### config.mk
export PLATFORM = sky130hd
export DESIGN_NAME = ppu_top
export DESIGN_NICKNAME = d
export VERILOG_FILES = /design/src/ppu_pkg.sv /design/src/ppu_scan_timing.sv /design/src/ppu_reg_if.sv /design/src/ppu_bg_fetch.sv /design/src/ppu_palette.sv /design/src/ppu_top.sv
export VERILOG_INCLUDE_DIRS = /design/src /design/src/src
export SDC_FILE = /design/constraint.sdc
export NUM_CORES = 1
export LEC_CHECK = 0
export ABC_CLOCK_PERIOD_IN_PS = 4140
export BUFFER_PORTS_ARGS = -buffer_cell sky130_fd_sc_hd__buf_2
export CAP_MARGIN = 20
export CORE_UTILIZATION = 39
export CTS_BUF_LIST = sky130_fd_sc_hd__clkbuf_8 sky130_fd_sc_hd__clkbuf_16
export CTS_CLUSTER_DIAMETER = 120
export DETAILED_ROUTE_END_ITERATION = 7
export PLACE_DENSITY = 0.66
export SYNTH_ARGS = -nofsm -noshare
export SYNTH_HDL_FRONTEND = slang
export SYNTH_SLANG_ARGS = --single-unit
### constraint.sdc
create_clock -name clk -period 4.14 [get_ports clk]
set_input_delay 0.207 -clock clk [delete_from_list [all_inputs] [get_ports clk]]
set_output_delay 0.207 -clock clk [all_outputs]
set_load 0.05 [all_outputs]
### src/ppu_settings.svh
// frame timing for a 640x480 vga scan
// placement of the 256x240 picture inside the frame
// ppu memory map bases and register reset values
`ifndef PPU_SETTINGS_SVH
`define PPU_SETTINGS_SVH

// vga frame, clocks per line and lines per frame
`define PPU_H_TOTAL          800
`define PPU_V_TOTAL          525
`define PPU_DISPLAY_W        640
`define PPU_DISPLAY_H        480
`define PPU_HSYNC_START      656   // hsync low from here
`define PPU_HSYNC_END        752
`define PPU_VSYNC_START      490   // vsync low on these lines
`define PPU_VSYNC_END        492

// nes picture, always 1x and centred
`define PPU_NES_W            256
`define PPU_NES_H            240
`define PPU_NES_X_OFS        192
`define PPU_NES_Y_OFS        120
`define PPU_BORDER_RGB       12'h888  // grey around the picture

// memory map
`define PPU_PALETTE_PAGE     6'h3F     // vram_a[13:8] for palette ram
`define PPU_NAME_TABLE_BASE  14'h2000
`define PPU_ATTR_TABLE_BASE  14'h23C0
`define PPU_ADDR_BUF_RESET   14'h0200

`endif

### src/ppu_pkg.sv
// shared types of the ppu background path
// cpu bus, control fields, scan position, vram claim,
// palette port, background pixel and colour
`default_nettype none

package ppu_pkg;

  typedef struct packed {
    logic [2:0] sel;    // register select, 0x2000 + sel
    logic       ncs;    // chip select, active low
    logic       r_nw;   // 1 = read
    logic [7:0] din;
  } ri_bus_t;

  typedef struct packed {
    logic [1:0] name_tbl;
    logic       addr_incr;    // 0x2007 step, 0 = 1, 1 = 32
    logic       pattern_tbl;
    logic       nvbl_en;
    logic       bg_en;        // from 0x2001 bit 3
  } ppu_ctrl_t;

  typedef struct packed {
    logic [9:0] x;        // picture coords, wrap mod 1024
    logic [9:0] y;
    logic       visible;  // inside 640x480
    logic       border;   // visible but outside the picture
    logic       vblank;
  } scan_pos_t;

  typedef struct packed {
    logic [13:0] addr;
    logic        busy;    // display owns the bus
  } vram_req_t;

  typedef struct packed {
    logic [4:0] addr;
    logic [5:0] wdata;
    logic       we;
  } pal_port_t;

  typedef struct packed {
    logic       show;
    logic [3:0] idx;      // image palette index
  } bg_pixel_t;

  typedef struct packed {
    logic [3:0] r;
    logic [3:0] g;
    logic [3:0] b;
  } rgb_t;

endpackage

`default_nettype wire

### src/ppu_scan_timing.sv
// vga line and frame counters
// raw sync levels, before the output register
// picture coordinates and visible, border, vblank flags
`default_nettype none
`include "ppu_settings.svh"

module ppu_scan_timing
(
  input  wire                clk,
  input  wire                rst,
  output ppu_pkg::scan_pos_t pos,
  output logic               hsync_raw,
  output logic               vsync_raw
);

logic [9:0] h_cnt;   // clock within the line
logic [9:0] v_cnt;   // line within the frame
logic       h_last;
logic       v_last;

assign h_last = (h_cnt == 10'(`PPU_H_TOTAL - 1));
assign v_last = (v_cnt == 10'(`PPU_V_TOTAL - 1));

always_ff @(posedge clk)
begin
  if (rst)
  begin
    h_cnt <= '0;
    v_cnt <= '0;
  end
  else if (h_last)
  begin
    h_cnt <= '0;
    v_cnt <= v_last ? 10'd0 : v_cnt + 10'd1;
  end
  else
    h_cnt <= h_cnt + 10'd1;
end

// sync is active low
assign hsync_raw = !((h_cnt >= `PPU_HSYNC_START) && (h_cnt < `PPU_HSYNC_END));
assign vsync_raw = !((v_cnt >= `PPU_VSYNC_START) && (v_cnt < `PPU_VSYNC_END));

always_comb
begin
  pos.x       = h_cnt - 10'(`PPU_NES_X_OFS);   // wraps left of the picture
  pos.y       = v_cnt - 10'(`PPU_NES_Y_OFS);
  pos.visible = (h_cnt < `PPU_DISPLAY_W) && (v_cnt < `PPU_DISPLAY_H);
  pos.border  = pos.visible && ((pos.x >= `PPU_NES_W) || (pos.y >= `PPU_NES_H));
  pos.vblank  = (pos.y >= `PPU_NES_H);   // lines above and below the picture
end

endmodule

`default_nettype wire

### src/ppu_reg_if.sv
// cpu register interface of the ppu
// 0x2000/0x2001 control, 0x2002 status, 0x2006 address,
// 0x2007 buffered data, shared vram bus driver, /vbl
`default_nettype none
`include "ppu_settings.svh"

module ppu_reg_if
(
  input  wire                clk,
  input  wire                rst,
  input  wire ppu_pkg::ri_bus_t   ri,
  input  wire ppu_pkg::scan_pos_t pos,
  input  wire ppu_pkg::vram_req_t bg_req,
  input  wire [7:0]          vram_din,
  input  wire [5:0]          pal_rdata,
  output ppu_pkg::ppu_ctrl_t ctrl,
  output ppu_pkg::pal_port_t pal,
  output logic [7:0]         ri_dout,
  output logic [13:0]        vram_a,
  output logic [7:0]         vram_dout,
  output logic               vram_wr,
  output logic               nvbl
);

// buffered command, bit 0 valid, bit 1 write
localparam logic [1:0] cmd_nop = 2'b00;
localparam logic [1:0] cmd_rd  = 2'b01;
localparam logic [1:0] cmd_wr  = 2'b11;

logic        ncs_q;      // last ncs, for the falling edge
logic        cs_edge;
logic [13:0] addr;       // cpu address counter
logic        addr_hi;    // next 0x2006 write is the high byte
logic [7:0]  dout_q;     // output latch
logic [13:0] addr_buf;   // address of the pending command
logic [7:0]  rd_buf;     // result of the last buffered read
logic [7:0]  wr_buf;
logic [1:0]  cmd;
logic        issue;      // command goes out this cycle
logic        is_pal;
logic [13:0] addr_step;

assign cs_edge   = !ri.ncs && ncs_q;
assign issue     = cmd[0] && !bg_req.busy;
assign is_pal    = (addr_buf[13:8] == `PPU_PALETTE_PAGE);
assign addr_step = ctrl.addr_incr ? 14'd32 : 14'd1;

always_ff @(posedge clk)
begin
  if (rst)
  begin
    ncs_q    <= 1'b1;
    addr     <= '0;
    addr_hi  <= 1'b1;
    dout_q   <= '0;
    addr_buf <= `PPU_ADDR_BUF_RESET;
    rd_buf   <= '0;
    cmd      <= cmd_nop;
    ctrl     <= '0;
  end
  else
  begin
    ncs_q <= ri.ncs;
    if (issue)
      cmd <= cmd_nop;
    if (issue && !cmd[1])   // palette reads come back 6 bits wide
      rd_buf <= is_pal ? {2'b00, pal_rdata} : vram_din;
    if (cs_edge && ri.r_nw)
    begin
      case (ri.sel)
        3'h2: dout_q <= {pos.vblank, 7'h00};   // status
        3'h7:
        begin
          dout_q   <= rd_buf;   // previous read result
          addr_buf <= addr;
          cmd      <= cmd_rd;
          addr     <= addr + addr_step;
        end
        default: ;
      endcase
    end
    else if (cs_edge)
    begin
      case (ri.sel)
        3'h0:
        begin
          ctrl.name_tbl    <= ri.din[1:0];
          ctrl.addr_incr   <= ri.din[2];
          ctrl.pattern_tbl <= ri.din[4];
          ctrl.nvbl_en     <= ri.din[7];
        end
        3'h1: ctrl.bg_en <= ri.din[3];
        3'h6:
        begin
          addr_hi <= !addr_hi;
          addr    <= addr_hi ? {ri.din[5:0], addr[7:0]} : {addr[13:8], ri.din};
        end
        3'h7:
        begin
          addr_buf <= addr;
          cmd      <= cmd_wr;
          addr     <= addr + addr_step;
        end
        default: ;
      endcase
    end
  end
end

// 0x2007 write data
always_ff @(posedge clk)
begin
  if (cs_edge && !ri.r_nw && (ri.sel == 3'h7))
    wr_buf <= ri.din;
end

//////////////////////////////
// bus and outputs
//////////////////////////////
assign vram_a    = bg_req.busy ? bg_req.addr : addr_buf;   // display wins
assign vram_dout = wr_buf;
assign vram_wr   = issue && cmd[1] && !is_pal;
assign pal.addr  = addr_buf[4:0];
assign pal.wdata = wr_buf[5:0];
assign pal.we    = issue && cmd[1] && is_pal;
assign ri_dout   = (!ri.ncs && ri.r_nw) ? dout_q : 8'h00;
assign nvbl      = !(pos.vblank && ctrl.nvbl_en);

endmodule

`default_nettype wire

### src/ppu_bg_fetch.sv
// background tile fetcher
// eight-clock tile cycle, slots 0-3 own the vram bus
// ping-pong attribute and pattern buffers, image palette index
`default_nettype none
`include "ppu_settings.svh"

module ppu_bg_fetch
(
  input  wire                clk,
  input  wire                rst,
  input  wire ppu_pkg::scan_pos_t pos,
  input  wire ppu_pkg::ppu_ctrl_t ctrl,
  input  wire [7:0]          vram_din,
  output ppu_pkg::vram_req_t bg_req,
  output ppu_pkg::bg_pixel_t pixel
);

localparam logic [13:0] name_base = `PPU_NAME_TABLE_BASE;
localparam logic [13:0] attr_base = `PPU_ATTR_TABLE_BASE;

logic [4:0] tile_x;
logic [4:0] tile_y;
logic [4:0] next_tile_x;   // wraps 31 -> 0 before the line starts
logic [2:0] fine_x;        // slot within the tile
logic       cur;           // buffer half being shown
logic [7:0] tile_name;     // name of the next tile
logic [7:0] attr [2];
logic [7:0] bit0 [2];
logic [7:0] bit1 [2];
logic [7:0] attr_sh;

assign tile_x      = pos.x[7:3];
assign tile_y      = pos.y[7:3];
assign next_tile_x = tile_x + 5'd1;
assign fine_x      = pos.x[2:0];
assign cur         = tile_x[0];

//////////////////////////////
// fetch slots
//////////////////////////////
assign bg_req.busy = ctrl.bg_en && !pos.vblank && !fine_x[2];

always_comb
begin
  case (fine_x[1:0])
    2'd0: bg_req.addr = {name_base[13:12], ctrl.name_tbl, tile_y, next_tile_x};
    2'd1: bg_req.addr = {attr_base[13:12], ctrl.name_tbl, attr_base[9:6],
                         tile_y[4:2], next_tile_x[4:2]};
    2'd2: bg_req.addr = {1'b0, ctrl.pattern_tbl, tile_name, 1'b0, pos.y[2:0]};  // plane 0
    default: bg_req.addr = {1'b0, ctrl.pattern_tbl, tile_name, 1'b1, pos.y[2:0]};
  endcase
end

always_ff @(posedge clk)
begin
  if (rst)
  begin
    tile_name <= '0;
    attr      <= '{default: '0};
    bit0      <= '{default: '0};
    bit1      <= '{default: '0};
  end
  else if (bg_req.busy)
  begin
    case (fine_x[1:0])
      2'd0: tile_name <= vram_din;
      2'd1: attr[!cur] <= vram_din;   // fill the idle half
      2'd2: bit0[!cur] <= vram_din;
      default: bit1[!cur] <= vram_din;
    endcase
  end
end

//////////////////////////////
// pixel index
//////////////////////////////
// quadrant of the 32x32 attribute area picks two bits
assign attr_sh = attr[cur] >> {tile_y[1], tile_x[1], 1'b0};

assign pixel.show = ctrl.bg_en;
assign pixel.idx  = {attr_sh[1:0], bit1[cur][~fine_x], bit0[cur][~fine_x]};  // msb first

endmodule

`default_nettype wire

### src/ppu_palette.sv
// palette stage of the ppu
// 32x6 palette ram with cpu port and display read
// 64-entry system colour table, border and blanking,
// output register for rgb and both syncs
`default_nettype none
`include "ppu_settings.svh"

module ppu_palette
(
  input  wire                 clk,
  input  wire                 rst,
  input  wire ppu_pkg::scan_pos_t pos,
  input  wire ppu_pkg::bg_pixel_t pixel,
  input  wire ppu_pkg::pal_port_t pal,
  input  wire                 hsync_raw,
  input  wire                 vsync_raw,
  output logic [5:0]          pal_rdata,
  output ppu_pkg::rgb_t       rgb,
  output logic                hsync,
  output logic                vsync
);

// approximate nes system colours, index 0x00 to 0x3f
localparam logic [11:0] sys_rgb [64] = '{
  12'h888, 12'h03a, 12'h01b, 12'h409, 12'ha05, 12'hc02, 12'hb00, 12'h810,
  12'h520, 12'h140, 12'h040, 12'h042, 12'h046, 12'h000, 12'h000, 12'h000,
  12'hccc, 12'h07f, 12'h25f, 12'h83f, 12'he2b, 12'hf25, 12'hf20, 12'hd30,
  12'hc60, 12'h380, 12'h080, 12'h085, 12'h09c, 12'h222, 12'h000, 12'h000,
  12'hfff, 12'h0df, 12'h6af, 12'hd8f, 12'hf4f, 12'hf68, 12'hf83, 12'hf91,
  12'hfb2, 12'h9e0, 12'h2f3, 12'h0fa, 12'h0ff, 12'h555, 12'h000, 12'h000,
  12'hfff, 12'haff, 12'hbef, 12'hdae, 12'hfaf, 12'hfab, 12'hfdb, 12'hfea,
  12'hff9, 12'hde9, 12'haea, 12'hafd, 12'h9ff, 12'hddd, 12'h111, 12'h111
};

logic [5:0]  pal_ram [32];   // 0x3F00..0x3F1F, sprite half unused by display
logic [5:0]  sys_idx;
logic [11:0] color;

//////////////////////////////
// palette ram
//////////////////////////////
always_ff @(posedge clk)
begin
  if (pal.we)
    pal_ram[pal.addr] <= pal.wdata;
end

assign pal_rdata = pal_ram[pal.addr];   // cpu side, combinational

// background uses the image half only
assign sys_idx = pixel.show ? pal_ram[{1'b0, pixel.idx}] : 6'h00;

//////////////////////////////
// colour and output register
//////////////////////////////
always_comb
begin
  if (!pos.visible)
    color = 12'h000;                 // blanking
  else if (pos.border)
    color = `PPU_BORDER_RGB;
  else
    color = sys_rgb[sys_idx];
end

// same counter value for colour and syncs, so they stay aligned
always_ff @(posedge clk)
begin
  if (rst)
  begin
    rgb   <= '0;
    hsync <= 1'b1;
    vsync <= 1'b1;
  end
  else
  begin
    rgb   <= color;
    hsync <= hsync_raw;
    vsync <= vsync_raw;
  end
end

endmodule

`default_nettype wire

### src/ppu_top.sv
// top of the ppu background path
// scan timer, cpu register interface, tile fetcher, palette stage
`default_nettype none

module ppu_top
(
  input  wire                   clk,
  input  wire                   rst,
  input  wire ppu_pkg::ri_bus_t ri,
  input  wire [7:0]             vram_din,
  output wire [7:0]             ri_dout,
  output wire [13:0]            vram_a,
  output wire [7:0]             vram_dout,
  output wire                   vram_wr,
  output wire                   nvbl,      // low in vblank when enabled
  output wire                   hsync,
  output wire                   vsync,
  output wire ppu_pkg::rgb_t    rgb
);

wire ppu_pkg::scan_pos_t pos;
wire                     hsync_raw;
wire                     vsync_raw;
wire ppu_pkg::ppu_ctrl_t ctrl;
wire ppu_pkg::vram_req_t bg_req;    // display claim on the bus
wire ppu_pkg::pal_port_t pal;
wire [5:0]               pal_rdata;
wire ppu_pkg::bg_pixel_t pixel;

ppu_scan_timing u_scan (
  .clk       (clk),
  .rst       (rst),
  .pos       (pos),
  .hsync_raw (hsync_raw),
  .vsync_raw (vsync_raw)
);

ppu_reg_if u_reg_if (
  .clk       (clk),
  .rst       (rst),
  .ri        (ri),
  .pos       (pos),
  .bg_req    (bg_req),
  .vram_din  (vram_din),
  .pal_rdata (pal_rdata),
  .ctrl      (ctrl),
  .pal       (pal),
  .ri_dout   (ri_dout),
  .vram_a    (vram_a),
  .vram_dout (vram_dout),
  .vram_wr   (vram_wr),
  .nvbl      (nvbl)
);

ppu_bg_fetch u_bg_fetch (
  .clk       (clk),
  .rst       (rst),
  .pos       (pos),
  .ctrl      (ctrl),
  .vram_din  (vram_din),
  .bg_req    (bg_req),
  .pixel     (pixel)
);

ppu_palette u_palette (
  .clk       (clk),
  .rst       (rst),
  .pos       (pos),
  .pixel     (pixel),
  .pal       (pal),
  .hsync_raw (hsync_raw),
  .vsync_raw (vsync_raw),
  .pal_rdata (pal_rdata),
  .rgb       (rgb),
  .hsync     (hsync),
  .vsync     (vsync)
);

endmodule

`default_nettype wire

==> qor.yml <==
status:
  status: "finished clean"
logic_synthesis:
  synth-main-ff-cell: "edfxtp_1"
  syn_avg_cell_area_um2: 11.8
  synth_commonest_cells: "201 x nor2_1, 200 x edfxtp_1, 149 x dfxtp_1"
  yosysSeqAreaShare_pct: 53.6
  syn_area_um2: 16800
  synth_area_leaders: "edfxtp_1 36%, dfxtp_1 18%, mux4_2 9.7%, mux2i_1 7.7%, nor2_1 4.5%"
  syn_nets: 1469
  ys_types: 85
  synth_top_area_cell: "edfxtp_1"
  synth-edff-count: 200
  synthCells: 1422
  yosysWarnings: 0
  synth_top_area_share_pct: 35.8
  async_reset_ff_share_pct: 0
  ys_ff_latch: 349
  synth.most_common_cell: "nor2_1"
cts:
  htreeDepth: 2
  cts_root_buf: "clkbuf_16"
  clk_path_buf_depth: 3
  cts_buffers: 38
  clk_pin_slew_ns: 0.06
  clock_latency_ns: 0.55
  cts_tree: "built"
  numClockSinks: 349
die:
  dieArea_um2: 43800
  die_x_um: 209
  die_height_um: 209
  core-area_um2: 42200
  num_rows: 75
  start_util_pct: 39.7
  ios: 69
sta:
  min_period_ns: 3.91
  hold_viol: 0
  tightest_slew_ns: 1.05
  rsz0062_at_grt: "false"
  setup_viol: 0
  fmax_ghz: 0.256
  slew_headroom_pct: 29.9
  fin_crit_sh_pct: 94.4
  slew_viol_final: 0
  whs_ns: 0.0629
  finClkSkew_ns: 0.0248
  setup_tns_ns: 0
layout:
  drive_above_1_share_pct: 18.9
  fillers: 3862
  final_cells: 2060
  area_growth_pct: 13.9
  n_antenna_cell: 0
  finalNetCount: 1541
  fin_area_um2: 19100
power:
  leakagePower_nw: 6.92
  power_density_nw_per_um2: 378
  ir_drop_mv: 0.272
  total_power_mw: 7.22
setup_path:
  cp-start-kind: "register"
  critPathCaptureType: "register"
  worstPathRequired_ns: 4.59
  arrival_ns: 4.36
  crit_type: "register to register"
  ff2ff_path_depth: 13
  crit_fanout: 17
global_route:
  grt_pass1_wl_um: 65600
  grt_use_total_pct: 19.2
  grt_max_degree: 86
  grt_pass1_vias: 11300
  antenna_found_initial: 0
  gr-total-overflow: 0
drt:
  dr.pass1.iters: 5
  finalWirelength_um: 42500
  ant_nets: 0
  vias_per_cell: 5.66
  first_iter_violations: 1051
  via_count: 11700
  wire_per_inst_um: 20.6
  drc_errors: 0
placed_design:
  dp_hpwl_um: 28700
  placed_area_um2: 17700
  place.gp.congestion: 0.870
  numPortBuffers: 68
  dp.cells: 1979
worst_hold_path:
  holdPathStages: 2
  hold_path_class: "primary input to register"
run:
  maxCapViolCount: 0
metrics by stage:
step	setup slack [ns]	utilization, %
2_1_floorplan	0.0753	-
3_3_place_gp	0.179	42.0
3_5_place_dp	0.116	42.0
4_1_cts	0.0936	45.1
5_1_grt	0.0203	45.2
6_report	0.232	45.2
kinds of logic (layout without fill, tap and decap cells):
family          after synthesis  count (layout)  share of synthesized area, %
mux                         208             208                          18.1
fa+ha+maj                    25              25                          1.85
buf+inv                     122             221                          3.57
xor+xnor                     25              25                          1.31
flops                       349             349                          53.6
compound gates              224             224                          9.06
simple gates                469             469                          12.5
power breakdown:
group | total, mW | leakage, nW | switching [mW] | internal [mW]
registers | 3.66 | 3.00 | 0.0134 | 3.64
clock network | 3.34 | 0.632 | 1.41 | 1.93
logic | 0.215 | 3.28 | 0.146 | 0.0683
total | 7.22 | 6.92 | 1.57 | 5.64
placed cells by master (no fill, tap or decap), drive strengths merged, types with 9 or more instances in the layout:
master       netlist  routed
mux2i            131     131
and2              17      17
nor3              10      10
nor2             202     202
nand2            129     129
nand3             38      38
clkbuf            55      41
xnor2             13      13
dfxtp            149     149
and3               9       9
a22oi             15      15
a31oi             10      10
inv               20      29
a21oi             67      67
edfxtp           200     200
nand4              9       9
o22ai              9       9
o211ai             9       9
buf               47     124
mux4              74      74
nand2b            13      13
clkinv             0      14
a21o               9       9
o21ai             37      37
dlygate4sd3        0       9
ha                24      24
nor2b             10      10
xor2              12      12
sequential cells by signal, indices dropped and copies added, names as in the netlist, 2 cells and up, named ones only:
name,flops
u_palette.pal_ram,192
u_bg_fetch.attr,16
u_bg_fetch.bit0,16
u_bg_fetch.bit1,16
u_reg_if.addr,14
u_reg_if.addr_buf,14
u_palette.rgb,12
u_scan.h_cnt,10
u_scan.v_cnt,10
u_bg_fetch.tile_name,8
u_reg_if.dout_q,8
u_reg_if.rd_buf,8
u_reg_if.vram_dout,8
u_reg_if.ctrl,6
u_reg_if.cmd,2
worst max-delay path: stages, from the launching register on:
cell and delay [ns]:
dfxtp_1 0.42, buf_12 0.19, mux4_2 0.54, mux2i_4 0.31
inv_2 0.24, mux4_2 0.33, mux2i_1 0.15, o22a_1 0.31
inv_1 0.19, ha_1 0.33, nand2b_1 0.17, mux2_2 0.27
a31o_1 0.21, a31oi_1 0.16
routing by layer:
metal / track usage, % / part of all wire [%]
met1: 26.3 / 44
met4: 6.01 / 2.7
met5: 0 / 0
met2: 31.7 / 48
met3: 2.54 / 5.6
cell type report:
| class | instances | area, um^2 | area share, % |
|---|---|---|---|
| multi-input combinational | 951 | 7200 | 37.7 |
| clock inverter | 27 | 235 | 1.23 |
| tap | 539 | 674 | 3.53 |
| clock buffer | 40 | 990 | 5.18 |
| timing repair buffer | 134 | 936 | 4.90 |
| inverter | 20 | 75.1 | 0.393 |
| sequential | 349 | 8990 | 47.1 |
worst paths after layout:
kind,start,endpoint,slack (ns)
worst max-delay path,u_scan.h_cnt[3]$_SDFF_PP0_,u_palette.rgb[11]$_SDFF_PP0_,0.23
worst min-delay path,rst,u_bg_fetch.attr[7]$_SDFFE_PP0P_,0.06
worst max register to register,u_scan.h_cnt[3]$_SDFF_PP0_,u_palette.rgb[11]$_SDFF_PP0_,0.23
worst min register to register,u_reg_if.dout_q[7]$_SDFFE_PP0P_,u_reg_if.dout_q[7]$_SDFFE_PP0P_,0.48
what timing repair did:
item,in CTS,in global routing
setup buffers,0,1
hold buffers,9,0
gates resized for setup,0,2
endpoints found under the hold margin,11,0
setup endpoints to repair,0,11
Power figures use the tool's default switching activity.
